## src/hw/tcdm_split_pkg.sv

```systemverilog
// tcdm splitter shared definitions

package tcdm_split_pkg;

  // channel count and data widths
  localparam int unsigned NB_CHAN   = 2;  // narrow channels behind one wide port
  localparam int unsigned DW_WIDE   = 64; // accelerator word
  localparam int unsigned DW_NARROW = 32; // bank word
  localparam int unsigned AW        = 32; // byte address

  // byte enable widths follow from the data widths
  localparam int unsigned BE_WIDE   = DW_WIDE / 8;
  localparam int unsigned BE_NARROW = DW_NARROW / 8;

  // storage sizes
  localparam int unsigned BANK_WORDS = 64;
  localparam int unsigned BANK_IW    = $clog2(BANK_WORDS); // bank word index
  localparam int unsigned FIFO_DEPTH = 2;                  // entries per queue
  localparam int unsigned FIFO_PW    = $clog2(FIFO_DEPTH);     // queue pointer
  localparam int unsigned FIFO_CW    = $clog2(FIFO_DEPTH + 1); // queue fill count

  // grant tracking of a partly granted wide request
  typedef enum logic {
    GNT_ST,
    NO_GNT_ST
  } gnt_state_t;

  // response tracking of a partly returned wide response
  typedef enum logic {
    RVALID_ST,
    NO_RVALID_ST
  } rvalid_state_t;

endpackage

```

## src/hw/tcdm_bank.sv

```systemverilog
// narrow single-port memory bank
`timescale 1ns/10ps

module tcdm_bank (
  input  logic                                 clk_i,
  input  logic                                 rst_ni,
  input  logic                                 stall_i,
  input  logic                                 req_i,
  input  logic [tcdm_split_pkg::AW-1:0]        add_i,
  input  logic                                 wen_i,   // high means read
  input  logic [tcdm_split_pkg::BE_NARROW-1:0] be_i,
  input  logic [tcdm_split_pkg::DW_NARROW-1:0] data_i,
  output logic                                 gnt_o,
  output logic                                 r_valid_o,
  output logic [tcdm_split_pkg::DW_NARROW-1:0] r_data_o
);

  logic [tcdm_split_pkg::DW_NARROW-1:0] mem_q [tcdm_split_pkg::BANK_WORDS];
  logic [tcdm_split_pkg::BANK_IW-1:0]   idx;
  logic                                 req_gnt;

  assign gnt_o   = ~stall_i; // free unless held off from outside
  assign req_gnt = req_i & gnt_o;

  // both halves of a wide word share one row, so the index is the address over 8
  assign idx = add_i[3 +: tcdm_split_pkg::BANK_IW];

  always_ff @(posedge clk_i) begin
    if (req_gnt && !wen_i) begin
      for (int b = 0; b < tcdm_split_pkg::BE_NARROW; b++) begin
        if (be_i[b]) begin
          mem_q[idx][8*b +: 8] <= data_i[8*b +: 8]; // only enabled bytes change
        end
      end
    end
  end

  // every granted access is answered on the next cycle
  always_ff @(posedge clk_i or negedge rst_ni) begin
    if (!rst_ni) begin
      r_valid_o <= 1'b0;
    end else begin
      r_valid_o <= req_gnt;
    end
  end

  always_ff @(posedge clk_i) begin
    if (req_gnt) begin
      r_data_o <= wen_i ? mem_q[idx] : '0; // a write answers with zero
    end
  end

endmodule

```

## config.mk

```make
export PLATFORM = sky130hd
export DESIGN_NAME = tcdm_bank
export DESIGN_NICKNAME = d
export VERILOG_FILES = /design/src/hw/tcdm_split_pkg.sv /design/src/hw/tcdm_bank.sv
export SDC_FILE = /design/constraint.sdc
export NUM_CORES = 2
export LEC_CHECK = 0
export BUFFER_PORTS_ARGS = -buffer_cell sky130_fd_sc_hd__buf_2
export CAP_MARGIN = 20
export CELL_PAD_IN_SITES_DETAIL_PLACEMENT = 0
export CELL_PAD_IN_SITES_GLOBAL_PLACEMENT = 1
export CORE_MARGIN = 2
export CORE_UTILIZATION = 29
export CTS_BUF_LIST = sky130_fd_sc_hd__clkbuf_2
export DETAILED_ROUTE_END_ITERATION = 12
export MAX_ROUTING_LAYER = met4
export PLACE_DENSITY_LB_ADDON = 0.1
export SYNTH_ARGS = -nofsm -noshare
export SYNTH_HDL_FRONTEND = slang
export SYNTH_SLANG_ARGS = --single-unit
```

## constraint.sdc

```tcl
create_clock -name clk_i -period 2.1 [get_ports clk_i]
set_input_delay 0.105 -clock clk_i [delete_from_list [all_inputs] [get_ports clk_i]]
set_output_delay 0.105 -clock clk_i [all_outputs]
set_load 0.01 [all_outputs]
```

# Word-level counts from Yosys, hierarchy flattened

Memories as Yosys holds them, arrays and structs flattened. A register that Yosys moved wholly into a read port is not among the register bits.
Cells that the tools add are included.

Register bits after elaboration: 1
Bits in latches: 0
Bits in writable memories: 2048
Memory bits (read-only): 0
Bits of input ports: 73
Output and inout port bits: 34
Logic and storage cells: 19
Memories: 1

Memory list:

| name  | words | bits a word | read ports | clocked after memory_dff | wr ports | line            | text |
|---|---|---|---|---|---|---|---|
| mem_q | 64    | 32          | 1          | 1                        | 1        | tcdm_bank.sv:18 | `logic [tcdm_split_pkg::DW_NARROW-1:0] mem_q [tcdm_split_pkg::BANK_WORDS];` |

Add/sub/neg operators: 0
Multipliers: 0
Div/mod/pow operators: 0
Magnitude comparators: 0
Eq/ne operators: 0
Shifts and indexed selects: 0
Multiplexer cells: 12
Bitwise gates (word level): 2
Reductions and logical operators: 3

Operator list:

| kind                | count |
|---|---|
| $mux W1             | 12 |
| $logic_not A1 Y1    | 2 |
| $and A1 B1 Y1       | 1 |
| $logic_and A1 B1 Y1 | 1 |
| $not A1 Y1          | 1 |

# Logic depth before layout (Yosys ltp)

Depth in word-level cells: 5
Depth in mapped cells: 11
Depth with buffers taken out: 6

# Least setup slack after synthesis

No wires, ideal clock.

Path kind: input -> register
Start point: input port stall_i
End point: memory mem_q[10][0] (netlist bit), enable pin
Setup time: 0.370 ns
Arrival time: 2.829 ns
Required time: 1.730 ns
Slack: -1.099 ns
Cell stages on the path: 6
Path buffers: 2
Path through: nor2b_1 > and2_1 > clkbuf_1 > nand2_1 > clkbuf_1 > nor2_1

Word-level cells in the longest chain between the ends: 5

Ends and longest elaborated chain:

| item                          | line            | text |
|---|---|---|
| start, declared               | tcdm_bank.sv:7  | `input logic stall_i,` |
| $not A1 Y1                    | tcdm_bank.sv:22 | `assign gnt_o = ~stall_i;` |
| $and A1 B1 Y1                 | tcdm_bank.sv:23 | `assign req_gnt = req_i & gnt_o;` |
| $logic_and A1 B1 Y1           | tcdm_bank.sv:29 | `if (req_gnt && !wen_i) begin` |
| $mux W1                       | tcdm_bank.sv:29 |  |
| $mux W1 (not written as such) | tcdm_bank.sv:32 | `mem_q[idx][8*b +: 8] <= data_i[8*b +: 8];` |
| end, declared                 | tcdm_bank.sv:18 |  |

Every way passes these cells.

# Worst setup path after layout

Start point: register r_data_o[18] (netlist bit), read port of mem_q
End point: output port r_data_o[18] (netlist bit)

RTL lines:

| item            | line            | text |
|---|---|---|
| start, declared | tcdm_bank.sv:15 | `output logic [tcdm_split_pkg::DW_NARROW-1:0] r_data_o` |

No word-level cell between the ends.

==> results.tsv <==
stage	metric	value	unit
logic_synthesis	synth_edf_count	2080	
outcome	status	complete, but fails checks	
sta	setup_ws	-0.703	ns
logic_synthesis	ys_ff_latch	2081	
worst_setup_path	cp_top_family	flip-flops	
floorplan	start_util	29.1	%
placement	placed_cell_area	94200	um^2
sta	fin_skew	0.132	ns
routing	routed_wirelength	335000	um
logic_synthesis	syn_nets	4877	
clocking	clockBufferDepth	4	
outcome	violations	negative setup slack	
power	power_density	807	nW/um^2
worst_setup_path	crit_chain	buf_2	
floorplan	dieWidth	530	um
logic_synthesis	ys_async_sr_fraction	0.0481	%
global_routing	grt_usage	24.1	%
sta	fin_hold_ws	0.136	ns
clocking	cts-root-buf	clkbuf_2	
worst_setup_path	arrival	2.70	ns
clocking	htree_levels	6	
sta	maxSlewHeadroom	28.6	%
cells_and_area	final_area	102000	um^2
sta	finalCritPeriodShare	133	%
placement	io_buffers	80	
cells_and_area	fin_nets	6357	
floorplan	rows	193	
sta	finalHoldViolCount	0	
worst_setup_path	cp-start-kind	flip-flop	
routing	wl_per_cell	32.2	um
sta	min_period	2.80	ns
global_routing	grt-ovfl-total	0	
logic_synthesis	ys.flop_type	edfxtp_1	
sta	rsz0062_at_grt	yes	
routing	drtPass1Iterations	8	
sta	tightest_slew	1.07	ns
global_routing	grt_pass1_vias	53829	
worst_setup_path	cp_slowest_stage_delay	0.70	ns
floorplan	boundaryPins	107	
clocking	clk_latency	1.83	ns
worst_setup_path	path_buf_inv	1	
logic_synthesis	postSynthCellCount	4804	
cells_and_area	area_growth	27.2	%
cells_and_area	drive_gt1_share	34.0	%
placement	dp_hpwl	230000	um
sta	finalSetupViolCount	164	
sta	setup_tns	-28.26	ns
logic_synthesis	ys_seq_area_share	77.8	%
floorplan	dieArea	281000	um^2
worst_setup_path	crit_path_end_kind	primary output	
placement	post-place-ws	-1.36	ns
cells_and_area	layout_common_cells	2,080 x edfxtp_1, 851 x clkbuf_2, 836 x buf_4, 414 x nor2_1, 327 x a22oi_1	
routing	drt_iter0_drc	4954	
sta	fmax	0.357	GHz
routing	drt-vias-per-instance	5.13	
clocking	cts_buffers	580	
logic_synthesis	post_synth.cell_area_avg	16.7	um^2
worst_setup_path	crit_type	reg2out	
job	drv_cap	0	
clocking	cts_tree	done	
global_routing	grt_max_degree	65	
clocking	clock-sinks	2081	
sta	slew_violations	0	
floorplan	die_y	530	um
min_path	min_path_type	in2reg	
floorplan	core-area	276000	um^2
global_routing	antenna_found_initial	23	
clocking	clkTransAtPathRegs	0.10	ns
logic_synthesis	syn_area	80300	um^2
logic_synthesis	yosysUniqueCellTypes	63	
routing	vias	53388	
routing	drc	0	
worst_setup_path	cp_max_fo	2	
cells_and_area	final_common_cell	edfxtp_1	
worst_setup_path	cp.required	2.00	ns
power	peakVddDrop	0.000423	V
power	leakagePower	34.8	nW
global_routing	grt_pass1_wl	452000	um
cells_and_area	fin_util	37.0	%
logic_synthesis	synth_warnings	0	
worst_setup_path	crit_slowest_cell	edfxtp_1	
routing	antenna_left	0	
placement	gp_congestion	0.870	
power by group:
group / internal (W) / switching [W] / total, W / leakage (nW)
sequential: 0.0457 / 0.0000877 / 0.0458 / 18.7
combinational: 0.00250 / 0.00431 / 0.00681 / 12.1
clock: 0.0124 / 0.0174 / 0.0298 / 3.97
total: 0.0606 / 0.0218 / 0.0824 / 34.8
logic make-up (layout without fill, tap and decap cells):
logic type | count (synthesis) | count (layout) | synth area share [%]
AND/OR/NAND/NOR | 722 | 722 | 3.75
buffers and inverters | 383 | 2253 | 2.27
other | 0 | 25 | 0
flip-flops | 2081 | 2081 | 77.8
AO/OA/AOI/OAI | 1357 | 1357 | 12.7
multiplexers | 261 | 261 | 3.51
cells in the mapped netlist (20+ instances only):
master,count,area (um^2)
clkbuf_1,167,627
mux2i_1,168,1680
buf_2,138,691
nor3_1,52,260
a221oi_1,299,2620
buf_1,37,139
edfxtp_1,2080,62500
a21oi_1,151,756
buf_6,21,236
mux2_1,41,462
nand3_1,32,160
nand2_1,153,574
a22oi_1,340,2550
o2bb2ai_1,27,236
mux2_2,44,495
nor2_1,426,1600
o221ai_1,27,236
a31oi_1,20,125
a22o_1,59,517
o22ai_1,118,738
o21ai_0,129,646
a221o_1,41,410
worst register-to-register path, cell delays in order (launching register included):
cell and delay (ns):
edfxtp_1 0.42, a221oi_4 0.38, nor2_4 0.10, a2111oi_4 0.46
buf_4 0.20, nand3_4 0.13, o31a_1 0.30
through the flow:
stage | instances | total power (W)
after CTS | 10379 | 0.0835
after global routing | 10398 | 0.0859
after floorplan | 4804 | 0.0490
after global placement | 9262 | 0.0530
after detailed placement | 9262 | 0.0530
final | 10404 | 0.0824
final timing paths:
path                                    start      endpoint  slack [ns]  cells past startpoint
worst max-delay path             r_data_o[18]  r_data_o[18]       -0.70                      1
worst min-delay path                 add_i[7]  r_data_o[22]        0.14                      7
worst max register to register   mem_q[20][9]   r_data_o[9]       -0.23                      6
worst min register to register  mem_q[45][25]  r_data_o[25]        0.83                      5
max in group asynchronous              rst_ni     r_valid_o        1.77                      5
min in group asynchronous              rst_ni     r_valid_o        0.23                      5
final cells by class:
type                       count  area [um^2]
clock inverter               122          872
tap                         3705         4640
fill                       26586       174000
antenna                       25         62.6
multi-input combinational   2340        17000
inverter                       6         32.5
timing repair buffer        1275        12700
sequential                  2081        62500
clock buffer                 850         4250
timing repair:
| item | in CTS | in global routing |
|---|---|---|
| resized for setup | 119 | 82 |
| hold buffers | 149 | 6 |
| setup buffers | 0 | 0 |
| pin swaps | 45 | 48 |
| endpoints found under the setup margin | 60 | 1131 |
| endpoints found under the hold margin | 4162 | 63 |
metal layers:
layer,wire length (um),vias to the layer above,global-route usage [%]
li1,-,23064,-
met1,149000,27951,31.8
met2,159000,1937,38.0
met3,19100,436,4.41
met4,8590,0,6.57
met5,0,-,-
flip-flops by register name, indices dropped and copies added, names as in the netlist:
register,cells
mem_q,2048
r_data_o,32
r_valid_o,1
No activity file was read; power rests on OpenSTA's default activity.
