`src/hw/tcdm_split_pkg.sv`:
```
// tcdm splitter shared definitions

package tcdm_split_pkg;

  // channel count and data widths
  localparam int unsigned NB_CHAN   = 2;  // narrow channels behind one wide port
  localparam int unsigned DW_WIDE   = 64; // accelerator word
  localparam int unsigned DW_NARROW = 32; // bank word
  localparam int unsigned AW        = 32; // byte address

  // byte enable widths follow from the data widths
  localparam int unsigned BE_WIDE   = DW_WIDE / 8;
  localparam int unsigned BE_NARROW = DW_NARROW / 8;

  // storage sizes
  localparam int unsigned BANK_WORDS = 64;
  localparam int unsigned BANK_IW    = $clog2(BANK_WORDS); // bank word index
  localparam int unsigned FIFO_DEPTH = 2;                  // entries per queue
  localparam int unsigned FIFO_PW    = $clog2(FIFO_DEPTH);     // queue pointer
  localparam int unsigned FIFO_CW    = $clog2(FIFO_DEPTH + 1); // queue fill count

  // grant tracking of a partly granted wide request
  typedef enum logic {
    GNT_ST,
    NO_GNT_ST
  } gnt_state_t;

  // response tracking of a partly returned wide response
  typedef enum logic {
    RVALID_ST,
    NO_RVALID_ST
  } rvalid_state_t;

endpackage

```
`src/hw/tcdm_split.sv`:
```
// wide to narrow tcdm request splitter
`timescale 1ns/10ps

module tcdm_split (
  input  logic                                 clk_i,
  input  logic                                 rst_ni,
  input  logic                                 clear_i,
  // wide accelerator side
  input  logic                                 tgt_req_i,
  input  logic                                 tgt_wen_i,
  input  logic [tcdm_split_pkg::AW-1:0]        tgt_add_i,
  input  logic [tcdm_split_pkg::BE_WIDE-1:0]   tgt_be_i,
  input  logic [tcdm_split_pkg::DW_WIDE-1:0]   tgt_data_i,
  input  logic                                 tgt_r_ready_i,
  output logic                                 tgt_gnt_o,
  output logic                                 tgt_r_valid_o,
  output logic [tcdm_split_pkg::DW_WIDE-1:0]   tgt_r_data_o,
  // narrow channel side, one slice per channel
  output logic [tcdm_split_pkg::NB_CHAN-1:0]   ini_req_o,
  output logic [tcdm_split_pkg::NB_CHAN-1:0][tcdm_split_pkg::AW-1:0] ini_add_o,
  output logic [tcdm_split_pkg::NB_CHAN-1:0]   ini_wen_o,
  output logic [tcdm_split_pkg::NB_CHAN-1:0][tcdm_split_pkg::BE_NARROW-1:0] ini_be_o,
  output logic [tcdm_split_pkg::NB_CHAN-1:0][tcdm_split_pkg::DW_NARROW-1:0] ini_data_o,
  output logic [tcdm_split_pkg::NB_CHAN-1:0]   ini_r_ready_o,
  input  logic [tcdm_split_pkg::NB_CHAN-1:0]   ini_gnt_i,
  input  logic [tcdm_split_pkg::NB_CHAN-1:0]   ini_r_valid_i,
  input  logic [tcdm_split_pkg::NB_CHAN-1:0][tcdm_split_pkg::DW_NARROW-1:0] ini_r_data_i
);

  tcdm_split_pkg::gnt_state_t    gnt_cs, gnt_ns;
  tcdm_split_pkg::rvalid_state_t rvalid_cs, rvalid_ns;

  logic [tcdm_split_pkg::NB_CHAN-1:0] req_mask_d, req_mask_q; // channels that took the request
  logic [tcdm_split_pkg::NB_CHAN-1:0] rdy_mask_d, rdy_mask_q; // channels that showed a response
  logic [tcdm_split_pkg::NB_CHAN-1:0] chan_gnt;  // granted now or earlier in this request
  logic [tcdm_split_pkg::NB_CHAN-1:0] chan_xfer; // sub-request accepted this cycle

  for (genvar ii = 0; ii < tcdm_split_pkg::NB_CHAN; ii++) begin : g_chan
    // each channel sits one narrow word above the previous one
    assign ini_add_o[ii]  = tgt_add_i + ii * (tcdm_split_pkg::DW_NARROW / 8);
    assign ini_wen_o[ii]  = tgt_wen_i;
    assign ini_be_o[ii]   = tgt_be_i[ii*tcdm_split_pkg::BE_NARROW +: tcdm_split_pkg::BE_NARROW];
    assign ini_data_o[ii] = tgt_data_i[ii*tcdm_split_pkg::DW_NARROW +: tcdm_split_pkg::DW_NARROW];

    // in NO_GNT_ST only the channels still missing their half are asked again
    assign ini_req_o[ii] = (gnt_cs == tcdm_split_pkg::GNT_ST) ? tgt_req_i :
                                                               tgt_req_i & ~req_mask_q[ii];
    assign chan_gnt[ii]  = (gnt_cs == tcdm_split_pkg::GNT_ST) ? ini_gnt_i[ii] :
                                                               ini_gnt_i[ii] | req_mask_q[ii];

    // both queues pop together, and only on a wide transfer
    assign ini_r_ready_o[ii] = tgt_r_valid_o & tgt_r_ready_i;
  end

  assign chan_xfer = ini_req_o & ini_gnt_i;
  assign tgt_gnt_o = &chan_gnt;

  // channel 1 forms the upper half of the wide word
  assign tgt_r_data_o = ini_r_data_i;

  // wide response is held back while the halves come in at different times
  assign tgt_r_valid_o = (rvalid_cs == tcdm_split_pkg::RVALID_ST) ? &ini_r_valid_i :
                                                                   &rdy_mask_d;

  always_comb begin
    gnt_ns = gnt_cs;
    case (gnt_cs)
      tcdm_split_pkg::GNT_ST: begin
        // some channel refused, remember who already took its half
        if (tgt_req_i && !(&ini_gnt_i)) begin
          gnt_ns = tcdm_split_pkg::NO_GNT_ST;
        end
      end
      tcdm_split_pkg::NO_GNT_ST: begin
        if (&chan_gnt) begin
          gnt_ns = tcdm_split_pkg::GNT_ST; // last missing half accepted
        end
      end
      default: gnt_ns = tcdm_split_pkg::GNT_ST;
    endcase
  end

  assign req_mask_d = (gnt_cs == tcdm_split_pkg::NO_GNT_ST) ? req_mask_q | chan_xfer :
                                                             chan_xfer;

  always_comb begin
    rvalid_ns = rvalid_cs;
    case (rvalid_cs)
      tcdm_split_pkg::RVALID_ST: begin
        // one half is back and the other is not
        if ((|ini_r_valid_i) && !(&ini_r_valid_i)) begin
          rvalid_ns = tcdm_split_pkg::NO_RVALID_ST;
        end
      end
      tcdm_split_pkg::NO_RVALID_ST: begin
        if (&(ini_r_valid_i | rdy_mask_q)) begin
          rvalid_ns = tcdm_split_pkg::RVALID_ST;
        end
      end
      default: rvalid_ns = tcdm_split_pkg::RVALID_ST;
    endcase
  end

  // a queue keeps its valid until popped, so the mask only ever grows
  assign rdy_mask_d = (rvalid_cs == tcdm_split_pkg::NO_RVALID_ST) ?
                      rdy_mask_q | ini_r_valid_i : ini_r_valid_i;

  always_ff @(posedge clk_i or negedge rst_ni) begin
    if (!rst_ni) begin
      gnt_cs     <= tcdm_split_pkg::GNT_ST;
      req_mask_q <= '0;
    end else if (clear_i) begin
      gnt_cs     <= tcdm_split_pkg::GNT_ST;
      req_mask_q <= '0;
    end else begin
      gnt_cs     <= gnt_ns;
      req_mask_q <= req_mask_d;
    end
  end

  always_ff @(posedge clk_i or negedge rst_ni) begin
    if (!rst_ni) begin
      rvalid_cs  <= tcdm_split_pkg::RVALID_ST;
      rdy_mask_q <= '0;
    end else if (clear_i) begin
      rvalid_cs  <= tcdm_split_pkg::RVALID_ST;
      rdy_mask_q <= '0;
    end else begin
      rvalid_cs  <= rvalid_ns;
      rdy_mask_q <= rdy_mask_d;
    end
  end

endmodule

```
`config.mk`:
```
export PLATFORM = sky130hd
export DESIGN_NAME = tcdm_split
export DESIGN_NICKNAME = d
export VERILOG_FILES = /design/src/hw/tcdm_split_pkg.sv /design/src/hw/tcdm_split.sv
export SDC_FILE = /design/constraint.sdc
export NUM_CORES = 1
export LEC_CHECK = 0
export BUFFER_PORTS_ARGS = -buffer_cell sky130_fd_sc_hd__buf_2
export CELL_PAD_IN_SITES_DETAIL_PLACEMENT = 0
export CELL_PAD_IN_SITES_GLOBAL_PLACEMENT = 1
export CORE_AREA = 4 4 149 151
export CTS_BUF_LIST = sky130_fd_sc_hd__clkbuf_8
export DETAILED_ROUTE_END_ITERATION = 7
export DIE_AREA = 0 0 153 155
export PLACE_DENSITY_LB_ADDON = 0.1
export SLEW_MARGIN = 20
export SYNTH_ARGS = -nofsm -noshare
export SYNTH_HDL_FRONTEND = slang
export SYNTH_SLANG_ARGS = --single-unit
export TNS_END_PERCENT = 100
```
`constraint.sdc`:
```
create_clock -name clk_i -period 2.5 [get_ports clk_i]
set_clock_uncertainty 0.2 [all_clocks]
set_input_delay 0.625 -clock clk_i [delete_from_list [all_inputs] [get_ports clk_i]]
set_output_delay 0.625 -clock clk_i [all_outputs]
set_load 0.02 [all_outputs]
```
-- After elaboration in Yosys (flattened, before gate mapping)
Cells that the tools add are included.
- bitwise logic cells: 12
- reduce and logical (&&, ||, !) cells: 10
- $add $sub $neg: 1
- multiplexer cells: 17
- operators by type and width (kind ; number):
    32-bit by 3-bit adder with 32-bit output (second input constant) ; 1
    1-bit two-way mux ; 11
    2-bit AND reduction ; 5
    2-bit two-way mux ; 4
    1-bit inverter ; 4
    2-bit OR ; 2
    1-bit case mux with 2 select lines ; 2
    1-bit AND ; 3
    2-bit AND ; 1
    1-bit logical AND ; 2
    1-bit zero test ; 2
    1-bit OR ; 2
    2-bit OR reduction ; 1
- output and inout port bits: 208
- input port bits: 178
- flip-flop bits (word level): 6
- logic and storage cells: 44

-- Longest topological paths before layout
- word-level depth: 7
- gate-level depth with buffers: 5
- depth with buffers taken out: 5

-- Worst setup path before layout
OpenSTA, ideal clock, no wires.
- kind: input to output
- start point: input port ini_r_valid_i[0] (netlist bit)
- end point: output port ini_r_ready_o[1] (netlist bit)
- required time: 1.675 ns
- setup slack: -0.146 ns
- buffers on the path: 1
- stages: 5
- arrival time: 1.821 ns
- path through: ha_1 inv_1 o21ai_0 and2_1 buf_4
- longest elaborated chain between the ends: 5
- elaborated cells on any way between the ends: 6
- those cells by class: mux (2); bitwise (2); reduce/logical (2)
- ends and longest elaborated chain (what ; RTL line ; text):
    start, declared ; tcdm_split.sv:26 ; input logic [tcdm_split_pkg::NB_CHAN-1:0] ini_r_valid_i,
    2-bit OR ; tcdm_split.sv:106 ; rdy_mask_q | ini_r_valid_i : ini_r_valid_i;
    2-bit two-way mux ; tcdm_split.sv:105 ; assign rdy_mask_d = (rvalid_cs == tcdm_split_pkg::NO_RVALID_ST) ?
    2-bit AND reduction ; tcdm_split.sv:63 ; &rdy_mask_d;
    1-bit two-way mux (*) ; tcdm_split.sv:62 ; assign tgt_r_valid_o = (rvalid_cs == tcdm_split_pkg::RVALID_ST) ? &ini_r_valid_i :
    via tgt_r_valid_o ; tcdm_split.sv:16 ; output logic tgt_r_valid_o,
    1-bit AND (*) ; -- ;
    end, declared ; tcdm_split.sv:24 ; output logic [tcdm_split_pkg::NB_CHAN-1:0] ini_r_ready_o,
The timed path passes the listed nets; every way through them passes the cells marked *.

==> impl_metrics.yaml <==
status:
  status: "finished with violations"
  violations: "negative setup slack"
synthesis:
  yosysTopAreaCellShare_pct: 59.8
  yosys-top-cells-area: "buf_4 (60%), xnor2_1 (8.1%), dfrtp_1 (6.9%)"
  synthFlopType: "dfrtp_1"
  async_flop_share_pct: 100
  synth_compound_area_share_pct: 3.68
  syn_nets: 464
  synthAdderAreaFrac_pct: 1.15
  yosys.area_share.simple_pct: 16.5
  synth_top_cell_by_area: "buf_4"
  avgSynthCellArea_um2: 7.65
  yosysMostFrequentCell: "buf_4"
  synth_commonest_cells: "buf_4 (173), xnor2_1 (20), nor2_1 (12), nand2_1 (11)"
  ys_types: 27
  syn-cell-area_mm2: 0.00217
  ys_seq_area_share_pct: 6.91
  muxShareOfSynthArea_pct: 0
  synth_warnings: 0
  synthXorXnorAreaFrac_pct: 11.3
  synth_seq_cells: 6
  synth_top_family_by_area: "buffers and inverters"
  synthCells: 284
  synth_edf_count: 0
grt:
  grt_max_degree: 8
  grt_usage_pct: 5.43
  grt_pass1_wl_mm: 10.2
  grt_pass1_vias: 1661
  gr-total-overflow: 0
  antenna_found_initial: 0
clock_network:
  h-tree-depth: 1
  numCtsBuffers: 3
  cts_tree: "built"
  cts.sinks: 6
  insertion_delay_ps: 220
  clockBufferDepth: 2
  root_buffer: "clkbuf_8"
  path_clk_slew_ps: 40
worst_setup_path:
  r2r_start: "req_mask_q[0]$_DFF_PN0_"
  required_ps: 1670
  crit_path_cell_trace: "buf_8 -> nand4_4 -> nor4_4 -> buf_12 -> nand4_1 -> xnor2_2 -> buf_4"
  crit_type: "input port to output pin"
  slowest_delay_ps: 360
  worst_setup_path_end_kind: "output pin"
  cp-start-kind: "input port"
  critPathMaxFanout: 7
  r2r_slack_ps: 1420
  cp_slowest_cell: "nor4_4"
  worst_ep_arrival_time_ps: 1850
  startpoint: "tgt_add_i[10]"
die:
  dieArea_mm2: 0.0237
  core-area_mm2: 0.0208
  fp.dieH_um: 155
  die_x_um: 153
  start_util_pct: 10.4
  rows: 53
  boundaryPins: 386
detailed_routing:
  drc: 0
  drt_iter0_markers: 28
  wl_per_cell_um: 13.1
  via_per_inst: 2.92
  first_pass_iters: 4
  vias: 1584
  drt-total-wl_mm: 7.11
  ant_nets: 0
placement:
  io_buffers: 104
  gp_congestion: 0.681
  pre_cts_ws_ps: -343
  dpl.hpwl_mm: 6.29
sta:
  tns_ps: -2030
  period_share_pct: 107
  setup_viol: 19
  tightest_slew_ps: 278
  drv_slew: 0
  finalHoldViolCount: 0
  timing.fmax_mhz: 374
  setup_ws_ps: -176
  timing.hold.ws_ps: 36.0
  slew_headroom_pct: 81.3
  layout_min_cycle_time_ps: 2680
  rsz0062_at_grt: "yes"
finish:
  drive_above_1_share_pct: 72.8
  antenna_cells: 0
  nets: 450
  area_growth_pct: 20.4
  fin_util_pct: 12.6
power:
  ir_worst_vdd_v: 0.000354
  cellLeakagePower_nw: 1.21
  cellPowerDensity_mw_per_mm2: 240
run:
  max_cap_viol_count: 0
hold_path:
  hold_path_class: "input port to asynchronous set/reset pin"
==> sequential cells by signal (all words and copies together), names as in the netlist <==
signal	flops
rdy_mask_q	2
req_mask_q	2
gnt_cs	1
rvalid_cs	1
==> per-layer routing <==
layer	up-vias	wire length, um	track usage, %
li1	718	-	-
met1	717	2570	5.74
met2	109	3540	9.48
met3	40	718	2.17
met4	0	280	2.59
met5	-	0	0
==> path summary, 6_finish.rpt <==
path                                                 to  cells after the start
worst max register to register         gnt_cs$_DFF_PN0_                      3
max in group asynchronous       rdy_mask_q[0]$_DFF_PN0_                      1
min in group clk_i              rdy_mask_q[1]$_DFF_PN0_                      2
worst min-delay path                   gnt_cs$_DFF_PN0_                      1
worst max-delay path                      ini_add_o[63]                      7
worst min register to register  rdy_mask_q[1]$_DFF_PN0_                      2
==> timing repair <==
action,in CTS,in global routing
hold buffers,0,0
gates cloned,0,0
buffers inserted,5,6
pin swaps,20,16
gates resized for setup,81,17
setup endpoints to repair,24,24
==> worst max-delay path, delay by kind of cell <==
family                 cells  cell delay, ps
XOR/XNOR                   1             170
AND/OR/NAND/NOR            3             650
buffers and inverters      3             410
==> through the flow <==
| step | power, mW | std cells | instance area (um2) |
|---|---|---|---|
| final | 0.628 | 543 | 2620 |
| after global routing | 0.673 | 543 | 2620 |
| after CTS | 0.640 | 539 | 2520 |
| after detailed placement | 0.444 | 531 | 2160 |
| after global placement | 0.448 | 531 | 2160 |
| after floorplan | 0.622 | 284 | 2270 |
==> power by group <==
part / internal, mW / switching, mW / total (mW)
registers: 0.104 / 0.00694 / 0.111
logic: 0.168 / 0.205 / 0.374
clock network: 0.103 / 0.0401 / 0.143
total: 0.376 / 0.252 / 0.628
==> cells by family (layout without fill, tap and decap cells) <==
kind of cell    after synthesis  count (layout)
buf+inv                     177             161
simple gates                 59              59
xor+xnor                     28              28
compound gates               12              12
flops                         6               6
fa+ha+maj                     2               2
==> area by class of cell <==
class | count | area, um2
fill | 2451 | 18200
timing repair buffer | 154 | 1100
multi-input combinational | 101 | 962
tap | 275 | 344
sequential | 6 | 150
clock buffer | 3 | 41.3
inverter | 4 | 15.0
==> layout by cell type (no fill, tap or decap), types with 2 or more instances in the layout <==
master and n:
a22oi_1 2, and3_1 3, xnor2_2 13, nand2_2 2
clkbuf_8 3, a21boi_0 2, inv_1 4, xor2_1 7
nand3_1 5, buf_8 6, xnor2_1 7, nand3_4 4
nor2_4 3, nand4_1 10, nor4_4 3, nor2_1 8
nand4_4 2, a21oi_1 4, buf_4 66, buf_6 15
buf_2 66, dfrtp_1 6, nand2_4 2, nand2_1 7
nand3_2 2
Power figures use the tool's default switching activity.
