==> src/hw/tcdm_split_pkg.sv <==
// tcdm splitter shared definitions

package tcdm_split_pkg;

  // channel count and data widths
  localparam int unsigned NB_CHAN   = 2;  // narrow channels behind one wide port
  localparam int unsigned DW_WIDE   = 64; // accelerator word
  localparam int unsigned DW_NARROW = 32; // bank word
  localparam int unsigned AW        = 32; // byte address

  // byte enable widths follow from the data widths
  localparam int unsigned BE_WIDE   = DW_WIDE / 8;
  localparam int unsigned BE_NARROW = DW_NARROW / 8;

  // storage sizes
  localparam int unsigned BANK_WORDS = 64;
  localparam int unsigned BANK_IW    = $clog2(BANK_WORDS); // bank word index
  localparam int unsigned FIFO_DEPTH = 2;                  // entries per queue
  localparam int unsigned FIFO_PW    = $clog2(FIFO_DEPTH);     // queue pointer
  localparam int unsigned FIFO_CW    = $clog2(FIFO_DEPTH + 1); // queue fill count

  // grant tracking of a partly granted wide request
  typedef enum logic {
    GNT_ST,
    NO_GNT_ST
  } gnt_state_t;

  // response tracking of a partly returned wide response
  typedef enum logic {
    RVALID_ST,
    NO_RVALID_ST
  } rvalid_state_t;

endpackage

==> src/hw/tcdm_chan_fifo.sv <==
// narrow channel request and response queues
`timescale 1ns/10ps

module tcdm_chan_fifo (
  input  logic                                 clk_i,
  input  logic                                 rst_ni,
  input  logic                                 clear_i,
  input  logic                                 req_i,
  input  logic [tcdm_split_pkg::AW-1:0]        add_i,
  input  logic                                 wen_i,
  input  logic [tcdm_split_pkg::BE_NARROW-1:0] be_i,
  input  logic [tcdm_split_pkg::DW_NARROW-1:0] data_i,
  output logic                                 gnt_o,
  output logic                                 r_valid_o,
  output logic [tcdm_split_pkg::DW_NARROW-1:0] r_data_o,
  input  logic                                 r_ready_i,
  output logic                                 bank_req_o,
  output logic [tcdm_split_pkg::AW-1:0]        bank_add_o,
  output logic                                 bank_wen_o,
  output logic [tcdm_split_pkg::BE_NARROW-1:0] bank_be_o,
  output logic [tcdm_split_pkg::DW_NARROW-1:0] bank_data_o,
  input  logic                                 bank_gnt_i,
  input  logic                                 bank_r_valid_i,
  input  logic [tcdm_split_pkg::DW_NARROW-1:0] bank_r_data_i
);

  // request queue storage, one array per field
  logic [tcdm_split_pkg::AW-1:0]        add_mem_q  [tcdm_split_pkg::FIFO_DEPTH];
  logic                                 wen_mem_q  [tcdm_split_pkg::FIFO_DEPTH];
  logic [tcdm_split_pkg::BE_NARROW-1:0] be_mem_q   [tcdm_split_pkg::FIFO_DEPTH];
  logic [tcdm_split_pkg::DW_NARROW-1:0] data_mem_q [tcdm_split_pkg::FIFO_DEPTH];
  logic [tcdm_split_pkg::DW_NARROW-1:0] rsp_mem_q  [tcdm_split_pkg::FIFO_DEPTH];

  logic [tcdm_split_pkg::FIFO_PW-1:0] req_wptr_q, req_rptr_q;
  logic [tcdm_split_pkg::FIFO_PW-1:0] rsp_wptr_q, rsp_rptr_q;
  logic [tcdm_split_pkg::FIFO_CW-1:0] req_cnt_q, rsp_cnt_q;
  logic [tcdm_split_pkg::FIFO_CW-1:0] out_cnt_q; // granted at the bank, answer not back yet
  logic req_push, req_pop, rsp_push, rsp_pop;

  function automatic logic [tcdm_split_pkg::FIFO_PW-1:0] next_ptr(
    input logic [tcdm_split_pkg::FIFO_PW-1:0] ptr
  );
    if (int'(ptr) == tcdm_split_pkg::FIFO_DEPTH - 1) begin
      return '0;
    end
    return ptr + 1'b1;
  endfunction

  assign gnt_o    = req_cnt_q < tcdm_split_pkg::FIFO_DEPTH; // room in the request queue
  assign req_push = req_i & gnt_o;
  // a request leaves only when its answer already has a reserved slot
  assign bank_req_o = (req_cnt_q != '0) &&
                      ((out_cnt_q + rsp_cnt_q) < tcdm_split_pkg::FIFO_DEPTH);
  assign req_pop    = bank_req_o & bank_gnt_i;
  assign rsp_push   = bank_r_valid_i;  // always accepted thanks to the reservation
  assign r_valid_o  = rsp_cnt_q != '0;
  assign rsp_pop    = r_valid_o & r_ready_i;

  assign bank_add_o  = add_mem_q[req_rptr_q];
  assign bank_wen_o  = wen_mem_q[req_rptr_q];
  assign bank_be_o   = be_mem_q[req_rptr_q];
  assign bank_data_o = data_mem_q[req_rptr_q];
  assign r_data_o    = rsp_mem_q[rsp_rptr_q];

  always_ff @(posedge clk_i) begin
    if (req_push) begin
      add_mem_q[req_wptr_q]  <= add_i;
      wen_mem_q[req_wptr_q]  <= wen_i;
      be_mem_q[req_wptr_q]   <= be_i;
      data_mem_q[req_wptr_q] <= data_i;
    end
    if (rsp_push) begin
      rsp_mem_q[rsp_wptr_q] <= bank_r_data_i;
    end
  end

  always_ff @(posedge clk_i or negedge rst_ni) begin
    if (!rst_ni) begin
      req_wptr_q <= '0;
      req_rptr_q <= '0;
      rsp_wptr_q <= '0;
      rsp_rptr_q <= '0;
      req_cnt_q  <= '0;
      rsp_cnt_q  <= '0;
      out_cnt_q  <= '0;
    end else if (clear_i) begin // both queues emptied
      req_wptr_q <= '0;
      req_rptr_q <= '0;
      rsp_wptr_q <= '0;
      rsp_rptr_q <= '0;
      req_cnt_q  <= '0;
      rsp_cnt_q  <= '0;
      out_cnt_q  <= '0;
    end else begin
      if (req_push) req_wptr_q <= next_ptr(req_wptr_q);
      if (req_pop) req_rptr_q <= next_ptr(req_rptr_q);
      if (rsp_push) rsp_wptr_q <= next_ptr(rsp_wptr_q);
      if (rsp_pop) rsp_rptr_q <= next_ptr(rsp_rptr_q);
      req_cnt_q <= req_cnt_q + req_push - req_pop;
      rsp_cnt_q <= rsp_cnt_q + rsp_push - rsp_pop;
      out_cnt_q <= out_cnt_q + req_pop - rsp_push; // bank answers move from here to rsp
    end
  end

endmodule

==> config.mk <==
export PLATFORM = sky130hd
export DESIGN_NAME = tcdm_chan_fifo
export DESIGN_NICKNAME = d
export VERILOG_FILES = /design/src/hw/tcdm_split_pkg.sv /design/src/hw/tcdm_chan_fifo.sv
export SDC_FILE = /design/constraint.sdc
export NUM_CORES = 1
export LEC_CHECK = 0
export BUFFER_PORTS_ARGS = -buffer_cell sky130_fd_sc_hd__buf_2
export CORE_ASPECT_RATIO = 0.9
export CORE_MARGIN = 2
export CORE_UTILIZATION = 52
export DETAILED_ROUTE_END_ITERATION = 7
export GPL_TIMING_DRIVEN = 0
export PLACE_DENSITY = 0.79
export SYNTH_ARGS = -nofsm -noshare
export SYNTH_HDL_FRONTEND = slang
export SYNTH_SLANG_ARGS = --single-unit
==> constraint.sdc <==
create_clock -name clk_i -period 4.37 [get_ports clk_i]
set_input_delay 0.874 -clock clk_i [delete_from_list [all_inputs] [get_ports clk_i]]
set_output_delay 0.874 -clock clk_i [all_outputs]
set_load 0.02 [all_outputs]
After elaboration in Yosys (flattened, before gate mapping)
Memory sizes are Yosys's and may differ from the RTL's.
Index checks and enable logic that the tools add are counted.
{"block": "classes", "n_mux": 35, "n_reduce_logical": 7, "n_addsub": 11, "n_lt_le_gt_ge": 2, "bitwise": 3}
{"operator": "1-bit 2-to-1 mux", "count": 32}
{"operator": "2-bit nonzero test", "count": 6}
{"operator": "2-bit by 1-bit adder with 2-bit output", "count": 3}
{"operator": "2-bit 2-to-1 mux", "count": 3}
{"operator": "2-bit by 1-bit subtractor with 2-bit output", "count": 3}
{"operator": "1-bit adder, second input constant", "count": 4}
{"operator": "2-bit by 2-bit adder with 3-bit output", "count": 1}
{"operator": "1-bit bitwise AND", "count": 3}
{"operator": "3-bit by 2-bit < comparator with 1-bit output, second input constant", "count": 1}
{"operator": "2-bit < comparator, second input constant", "count": 1}
{"operator": "1-bit logical AND", "count": 1}
{"block": "totals", "regBits": 10, "wordCells": 70, "memories": 5, "input_bits": 108, "ramBits": 202}
{"memory": "add_mem_q", "words": 2, "width": 32, "rd": 1, "rd_ports_with_merged_regs": 0, "write_ports": 1, "line_no": "tcdm_chan_fifo.sv:28", "rtl": "logic [tcdm_split_pkg::AW-1:0] add_mem_q [tcdm_split_pkg::FIFO_DEPTH];"}
{"memory": "data_mem_q", "words": 2, "width": 32, "rd": 1, "rd_ports_with_merged_regs": 0, "write_ports": 1, "line_no": "tcdm_chan_fifo.sv:31", "rtl": "logic [tcdm_split_pkg::DW_NARROW-1:0] data_mem_q [tcdm_split_pkg::FIFO_DEPTH];"}
{"memory": "rsp_mem_q", "words": 2, "width": 32, "rd": 1, "rd_ports_with_merged_regs": 0, "write_ports": 1, "line_no": "tcdm_chan_fifo.sv:32", "rtl": "logic [tcdm_split_pkg::DW_NARROW-1:0] rsp_mem_q [tcdm_split_pkg::FIFO_DEPTH];"}
{"memory": "be_mem_q", "words": 2, "width": 4, "rd": 1, "rd_ports_with_merged_regs": 0, "write_ports": 1, "line_no": "tcdm_chan_fifo.sv:30", "rtl": "logic [tcdm_split_pkg::BE_NARROW-1:0] be_mem_q [tcdm_split_pkg::FIFO_DEPTH];"}
{"memory": "wen_mem_q", "words": 2, "width": 1, "rd": 1, "rd_ports_with_merged_regs": 0, "write_ports": 1, "line_no": "tcdm_chan_fifo.sv:29", "rtl": "logic wen_mem_q [tcdm_split_pkg::FIFO_DEPTH];"}

Depth between registers and ports, before layout
Gate-level depths: netlist of run 1.
{"block": "depth", "depth_word": 9, "ltp_mapped": 9, "ltp_nobuf": 9}

Least setup slack after synthesis of run 1
No wires, ideal clock.
{"block": "synth_path", "path_type": "input to register", "startpoint": "in req_i", "endpoint": "mem add_mem_q[0][0] (netlist name) (enable)", "cell_stages": 2, "t_arrival_ns": 3.859, "setup_ns": 0.496, "required_time_ns": 3.874, "path_slack_ns": 0.014, "cell_sequence": "nand2b_1 > nor2_1"}
{"block": "synth_between", "elab_chain_len": 3}
{"item": "from (decl)", "line_no": "tcdm_chan_fifo.sv:8", "rtl": "input logic req_i,"}
{"item": "1-bit bitwise AND", "line_no": "tcdm_chan_fifo.sv:50", "rtl": "assign req_push = req_i & gnt_o;"}
{"item": "1-bit 2-to-1 mux", "line_no": "tcdm_chan_fifo.sv:66", "rtl": "if (req_push) begin"}
{"item": "1-bit 2-to-1 mux (implied by the code)", "line_no": "tcdm_chan_fifo.sv:67", "rtl": "add_mem_q[req_wptr_q] <= add_i;"}
{"item": "to (decl)", "line_no": "tcdm_chan_fifo.sv:28"}
No other way between the ends.

Worst setup path after layout of run 1
{"block": "layout_path", "startpoint": "reg rsp_cnt_q[0] (netlist name)", "endpoint": "out bank_req_o"}
{"block": "layout_between", "elab_chain_len": 3}
{"item": "from (decl)", "line_no": "tcdm_chan_fifo.sv:36", "rtl": "logic [tcdm_split_pkg::FIFO_CW-1:0] req_cnt_q, rsp_cnt_q;"}
{"item": "from (signal assigned)", "line_no": "tcdm_chan_fifo.sv:100", "rtl": "rsp_cnt_q <= rsp_cnt_q + rsp_push - rsp_pop;"}
{"item": "2-bit by 2-bit adder with 3-bit output", "line_no": "tcdm_chan_fifo.sv:53", "rtl": "((out_cnt_q + rsp_cnt_q) < tcdm_split_pkg::FIFO_DEPTH);"}
{"item": "3-bit by 2-bit < comparator with 1-bit output", "line_no": "tcdm_chan_fifo.sv:53"}
{"item": "1-bit logical AND", "line_no": "tcdm_chan_fifo.sv:52", "rtl": "assign bank_req_o = (req_cnt_q != '0) &&"}
{"item": "to (decl)", "line_no": "tcdm_chan_fifo.sv:17", "rtl": "output logic bank_req_o,"}
No other way between the ends.

==> summary.md, run 1 <==
| Metric | Value |
|---|---|
| Outcome | `finished clean` |
| Share of cells above drive strength 1 | `between 50% and 60%` |
| Synth Net Count | `486` |
| Skew-Pair Late Insertion Delay | `0.50 ns` |
| Initial DRC Count | `167` |
| Fmax | `353 MHz` |
| Antenna Nets Post-Route | `0` |
| Area Growth Syn to Fin | `26.3%` |
| Average via count per standard cell | `5.07` |
| Combinational power share | `26.8%` |
| CP delay by family, top | `adder cells` |
| CTS Hold Bufs | `0` |
| Vias post-DR | `4,152` |
| Clock share of power | `30.0%` |
| Global route overflow | `0` |
| Crit path buf inv count | `1` |
| I/O pin total | `212` |
| Setup Slack @ Placement | `1.72 ns` |
| Sw Ratio | `28.8%` |
| Crit path largest cell delay | `0.51 ns` |
| DP Wirelength | `approximately 10 mm` |
| Multi-input gate area | `1480 sq um` |
| Setup violations, final | `0` |
| Setup crit end kind | `primary output` |
| GRT Total Usage | `18.1%` |
| Clk buf depth | `3` |
| Fin. Hold Viols | `0` |
| Largest fanout on the critical path | `4` |
| CP Data Arrival Time | `1.96 ns` |
| Post-Synthesis Cell Area | `7860 sq um` |
| VDD IR max | `0.000411 V` |
| Drc violations | `0` |
| Number of global-route vias before repair | `4,453` |
| Clock skew | `0.0213 ns` |
| Part of the power in registers | `43.2%` |
| Seq/Total Area, Yosys | `between 80% and 90%` |
| Die footprint | `~16,000 sq um` |
| Rel. slew slack | `35.7%` |
| Pint | `around 4.3 mW` |
| LEAKAGE | `3.82 nW` |
| Root buf cell | `clkbuf_16` |
| Final setup margin | `between 1.5 and 2 ns` |
| Initial antenna violation count | `2` |
| Synth unique cells | `21` |
| Cts bufs inserted | `22` |
| Synth top area share | `77.1%` |
| RSZ-0062 raised after global routing | `false` |
| Chip width | `about 130 um` |
| Final WL | `14.7 mm` |
| Leading area contributor after synthesis | `edfxtp_1` |
| Worst path required time | `3.50 ns` |
| CTS tree | `yes` |
| Layout Nets | `723` |
| Htree depth | `1` |
| Hold Crit Class | `input pin to asynchronous set/reset pin` |
| Post-CTS Setup Inserts | `0` |
| Commonest cells after routing, fill and taps aside | `buf_2 (223), edfxtp_1 (202), mux2_2 (101)` |
| Yosys warns | `0` |
| Slew @ Worst Pin | `0.964 ns` |
| Post-layout minimum cycle time | `2.83 ns` |
| Syn Area/Cell | `around 21 sq um` |
| CP max stage cell | `fa_1` |
| Wire per inst | `about 18 um` |
| Kind of critical path | `flip-flop to primary output` |
| WHS | `0.236 ns` |
| Largest net degree at the start of global routing | `70` |
| Mapped Cells | `371` |
| Switching power | `1.73 mW` |
| Pwr/cell area | `605 nW/um^2` |
| Fillers | `between 1,000 and 1,500` |
| DR pass1 iterations | `4` |
| Critical Path Start Type | `flip-flop` |
| #FFs+latches synth | `around 210` |
| Setup_tns | `0 ns` |
| Port buffer count | `around 210` |
| Reg clk slew, reported paths | `roughly 0.060 ns` |
| # resized after CTS | `0` |
| Die Ht | `121 um` |
| Fin. max-slew vios | `0` |
| Rows | `42` |
| FF+latch area | `around 6300 sq um` |
| Synth area leaders | `edfxtp_1 (77%), mux2_2 (14%), dfrtp_1 (3.2%)` |
| Starting density of the core | `53.3%` |
| Global-route wire length before repair | `between 20 and 25 mm` |
| Commonest non-fill, non-tap cell in the layout | `buf_2` |
| Tcrit/Tclk final | `64.9%` |
| Pwr Total | `approximately 6.0 mW` |
| Max_cap viols | `0` |
| Placeable Area | `14,800 sq um` |
| Worst-path cell chain | `and2_1 -> fa_1 -> nor3_1 -> buf_2` |
| Final Wtd Congestion | `approximately 0.75` |
| CTS Sinks | `212` |
==> cell type report <==
type | count | area share, %
antenna | 1 | 0.0252
buffer | 13 | 0.642
clock buffer | 27 | 5.73
clock inverter | 9 | 1.32
inverter | 6 | 0.227
multi-input combinational | 140 | 14.9
sequential | 212 | 63.6
tap | 198 | 2.49
timing repair buffer | 213 | 11.0
==> power by group through the flow <==
stage | Combinational (mW) | Clock [mW] | Sequential, mW
2_1_floorplan | 1.10 | 0 | 2.63
3_3_place_gp | 1.56 | 0 | 2.65
3_5_place_dp | 1.62 | 0 | 2.64
4_1_cts | 1.64 | 1.84 | 2.60
5_1_grt | 1.73 | 1.92 | 2.62
6_report | 1.61 | 1.80 | 2.60
==> layer usage <==
layer / up-vias / routed length, um / global-route usage (%)
met5: - / 13 / 0
met4: 2 / 193 / 4.59
met3: 20 / 1580 / 7.80
met2: 175 / 7320 / 31.2
met1: 2041 / 5600 / 21.1
li1: 1914 / - / -
==> sequential cells by signal, indices dropped and copies added (netlist names) <==
register and cells:
data_mem_q 64, be_mem_q 8, out_cnt_q 2, rsp_wptr_q 1, rsp_cnt_q 2, req_rptr_q 1, rsp_rptr_q 1, req_wptr_q 1
req_cnt_q 2, add_mem_q 64, wen_mem_q 2, rsp_mem_q 64
==> logic make-up after synthesis <==
logic type      Yosys count  synth area share [%]
simple gates             21                  1.62
flops                   212                  80.3
xor+xnor                  9                  1.00
mux                     102                  14.7
fa+ha+maj                 7                  1.21
compound gates            1                0.0955
buf+inv                  19                  1.10
==> synth_stat cells <==
cell	count
edfxtp_1	202
mux2_2	101
buf_2	12
dfrtp_1	10
nor2_1	8
ha_1	6
inv_1	6
nor2b_1	5
xnor2_1	5
xor2_1	4
and2_1	2
and3_1	1
clkbuf_1	1
fa_1	1
mux2_4	1
nand2b_1	1
nor2_2	1
nor3_1	1
nor4b_4	1
o21a_1	1
or2_2	1
==> path summary, 6_finish.rpt <==
path / slack (ns) / cells past startpoint / endpoint / start
min reg2reg: 0.62 / 2 / rsp_wptr_q$_DFFE_PN0P_ / rsp_wptr_q$_DFFE_PN0P_
max: 1.54 / 4 / bank_req_o / rsp_cnt_q[0]$_DFF_PN0_
max reg2reg: 1.95 / 9 / out_cnt_q[1]$_DFF_PN0_ / rsp_cnt_q[0]$_DFF_PN0_
max in group asynchronous: 3.92 / 1 / out_cnt_q[1]$_DFF_PN0_ / rst_ni
min in group clk_i: 0.56 / 1 / add_mem_q[1][10]$_DFFE_PP_ / add_i[10]
min: 0.24 / 1 / rsp_wptr_q$_DFFE_PN0P_ / rst_ni
==> stage by stage <==
step	util (%)	std cells	instance area, sq um
4_1_cts	67.2	818	9930
6_report	67.3	819	9930
3_3_place_gp	62.1	780	9170
3_5_place_dp	62.5	782	9230
2_1_floorplan	-	371	7860
5_1_grt	67.2	818	9930
Note: power is estimated with default switching activity, not from simulation.
==> run 2: changes to the inputs <==
--- a/config.mk
+++ b/config.mk
@@ -8,10 +8,10 @@
 export BUFFER_PORTS_ARGS = -buffer_cell sky130_fd_sc_hd__buf_2
 export CORE_ASPECT_RATIO = 0.9
 export CORE_MARGIN = 2
-export CORE_UTILIZATION = 52
+export CORE_UTILIZATION = 47
 export DETAILED_ROUTE_END_ITERATION = 7
 export GPL_TIMING_DRIVEN = 0
-export PLACE_DENSITY = 0.79
+export PLACE_DENSITY = 0.75
 export SYNTH_ARGS = -nofsm -noshare
 export SYNTH_HDL_FRONTEND = slang
 export SYNTH_SLANG_ARGS = --single-unit
==> constraint.sdc (replaced) <==
create_clock -name clk_i -period 2.5 [get_ports clk_i]
set_input_delay 0.5 -clock clk_i [delete_from_list [all_inputs] [get_ports clk_i]]
set_output_delay 0.5 -clock clk_i [all_outputs]
set_load 0.02 [all_outputs]
==> run 2 against run 1 <==
Compared with the run above: routed wire length down 0.18%; clock skew down 0.014 ns; critical path depth unchanged; worst setup slack worse by 1.4 ns; final cell count up 1.6%; utilization down 6.2 points; sequential power up 74%; worst hold slack worse by 0.048 ns; count of clock-buffer cells in the layout down 1; highest routed layer is now met4; flip-flop and latch count unchanged; non-clock buffer count up 2.
==> summary.md, run 2 (synthesized netlist as in run 1, its figures left out) <==
| Metric | Value |
|---|---|
| Fin. Hold Viols | `0 (unchanged)` |
| Skew-Pair Late Insertion Delay | `0.50 ns (about the same)` |
| Area Growth Syn to Fin | `26.2%` |
| Antenna Nets Post-Route | `0 (unchanged)` |
| Port buffer count | `211 (unchanged)` |
| Number of global-route vias before repair | `4,420 (-0.74%)` |
| Max_cap viols | `0 (unchanged)` |
| Kind of critical path | `flip-flop to primary output` |
| Drc violations | `0 (unchanged)` |
| FF+latch area | `6320 sq um (unchanged)` |
| Largest fanout on the critical path | `10 (+6)` |
| Largest net degree at the start of global routing | `68 (-2.9%)` |
| Ant. Diodes | `0 (-1)` |
| Chip width | `140 um (+5.0%)` |
| Setup violations, final | `0 (unchanged)` |
| Fin. max-slew vios | `0 (unchanged)` |
| Combinational power share | `27.8% (+1.0 points)` |
| Initial antenna violation count | `0 (-2)` |
| Average via count per standard cell | `4.98 (-1.7%)` |
| Starting density of the core | `48.4% (-4.8 points)` |
| Die Ht | `127 um (+5.0%)` |
| Setup crit end kind | `primary output` |
| Fmax | `415 MHz` |
| Clock share of power | `28.0% (-2.0 points)` |
| Commonest non-fill, non-tap cell in the layout | `buf_2` |
| Setup Slack @ Placement | `0.118 ns (-1.60 ns)` |
| RSZ-0062 raised after global routing | `false` |
| Sw Ratio | `29.8% (+0.99 points)` |
| Slew @ Worst Pin | `0.927 ns (-0.0370 ns)` |
| Pwr Total | `10.2 mW (+70%)` |
| Final Wtd Congestion | `0.732 (-2.0%)` |
| Layout Nets | `725 (+0.28%)` |
| Finished Cell Area | `9920 sq um (-0.11%)` |
| Pint | `7.19 mW (+68%)` |
| Utilization after layout | `61.1% (-6.2 points)` |
| Part of the power in registers | `44.3% (+1.1 points)` |
| Placeable Area | `16,200 sq um (+10%)` |
| Switching power | `3.05 mW (+76%)` |
| Final setup margin | `0.0912 ns (-1.44 ns)` |
| DR pass1 iterations | `4 (unchanged)` |
| Cts bufs inserted | `22 (unchanged)` |
| Critical Path Start Type | `flip-flop` |
| Multi-input gate area | `1490 sq um (+0.51%)` |
| Share of cells above drive strength 1 | `58.4% (-0.15 points)` |
| Worst path required time | `2.00 ns (-1.50 ns)` |
| Outcome | `finished clean` |
| Initial DRC Count | `216 (+29%)` |
| Wire per inst | `17.7 um (-1.7%)` |
| Vias post-DR | `4,147 (-0.12%)` |
| WHS | `0.188 ns (-0.0477 ns)` |
| CTS Sinks | `212 (unchanged)` |
| Die footprint | `17,800 sq um (+10%)` |
| CTS tree | `yes` |
| Reg clk slew, reported paths | `0.06 ns (about the same)` |
| Pwr/cell area | `1030 nW/um^2 (+71%)` |
| VDD IR max | `0.000840 V (+100%)` |
| Post-layout minimum cycle time | `2.41 ns` |
| GRT Total Usage | `16.1% (-2.0 points)` |
| Commonest cells after routing, fill and taps aside | `buf_2 (223), edfxtp_1 (202), mux2_2 (101)` |
| Hold Crit Class | `input pin to flip-flop` |
| Clock skew | `0.00714 ns (-0.0141 ns)` |
| Final WL | `14.7 mm (-0.18%)` |
| Global-route wire length before repair | `22.5 mm (-1.1%)` |
| DP Wirelength | `10.1 mm (+0.47%)` |
| Biggest regs | `add_mem_q x64, data_mem_q x64, rsp_mem_q x64` |
| Root buf cell | `clkbuf_16` |
| CP Data Arrival Time | `1.91 ns (-0.05 ns)` |
| Rel. slew slack | `38.1% (+2.3 points)` |
| Htree depth | `1 (unchanged)` |
| Global route overflow | `0 (unchanged)` |
| Clk buf depth | `3 (unchanged)` |
| I/O pin total | `212 (unchanged)` |
| Fillers | `1,160 (+15%)` |
| Rows | `44 (+4.8%)` |
| Tcrit/Tclk final | `96.4%` |
| Placed Area | `9270 sq um (+0.42%)` |
| LEAKAGE | `3.81 nW (-0.30%)` |
==> run 2: power by group through the flow <==
stage | registers [mW] | logic [mW] | clock network [mW]
3_3_place_gp | 4.60 | 2.72 | 0
2_1_floorplan | 4.58 | 1.93 | 0
3_5_place_dp | 4.61 | 2.86 | 0
4_1_cts | 4.54 | 2.88 | 2.93
6_report | 4.53 | 2.84 | 2.87
5_1_grt | 4.57 | 3.05 | 3.08
==> run 2: per-layer routing <==
| metal | up-vias | share of wire, % | GRT usage [%] |
|---|---|---|---|
| met5 | - | 0 | 0 |
| met4 | 0 | 2.9 | 5.11 |
| met3 | 32 | 12 | 7.51 |
| met2 | 192 | 47 | 26.8 |
| met1 | 2008 | 38 | 18.7 |
| li1 | 1915 | - | - |
==> run 2: timing repair <==
action / in CTS / in global routing
hold buffers: 1 / 0
setup endpoints to repair: 0 / 2
gates resized for setup: 0 / 2
buffers inserted: 0 / 0
hold endpoints to repair: 10 / 0
==> run 2: path summary, 6_finish.rpt <==
path,start,to,slack (ns),cells after the start
setup reg to reg,out_cnt_q[0]$_DFF_PN0_,out_cnt_q[1]$_DFF_PN0_,0.17,9
setup / recovery,req_rptr_q$_DFFE_PN0P_,bank_add_o[15],0.09,4
min in group asynchronous,rst_ni,req_wptr_q$_DFFE_PN0P_,0.41,2
hold / removal,add_i[27],add_mem_q[1][27]$_DFFE_PP_,0.19,1
hold reg to reg,rsp_wptr_q$_DFFE_PN0P_,rsp_wptr_q$_DFFE_PN0P_,0.63,2
max in group asynchronous,rst_ni,rsp_rptr_q$_DFFE_PN0P_,1.88,2
==> run 2: stage by stage <==
step	instances	TNS [ns]
final	832	0
after global routing	832	0
after detailed placement	792	0
after CTS	832	0
after floorplan	371	0
after global placement	789	-27.64
==> run 2: worst max-delay path, cell delays in order (launching register included) <==
cell and delay (ns):
dfrtp_1 0.32, buf_2 0.21, buf_2 0.30, mux2_2 0.41, buf_2 0.17
==> run 2: layout make-up <==
| cell class | instances | share of cell area [%] |
|---|---|---|
| multi-input combinational | 140 | 15.0 |
| tap | 207 | 2.61 |
| buffer | 13 | 0.643 |
| inverter | 6 | 0.227 |
| clock inverter | 13 | 0.706 |
| sequential | 212 | 63.7 |
| clock buffer | 26 | 5.70 |
| timing repair buffer | 215 | 11.4 |
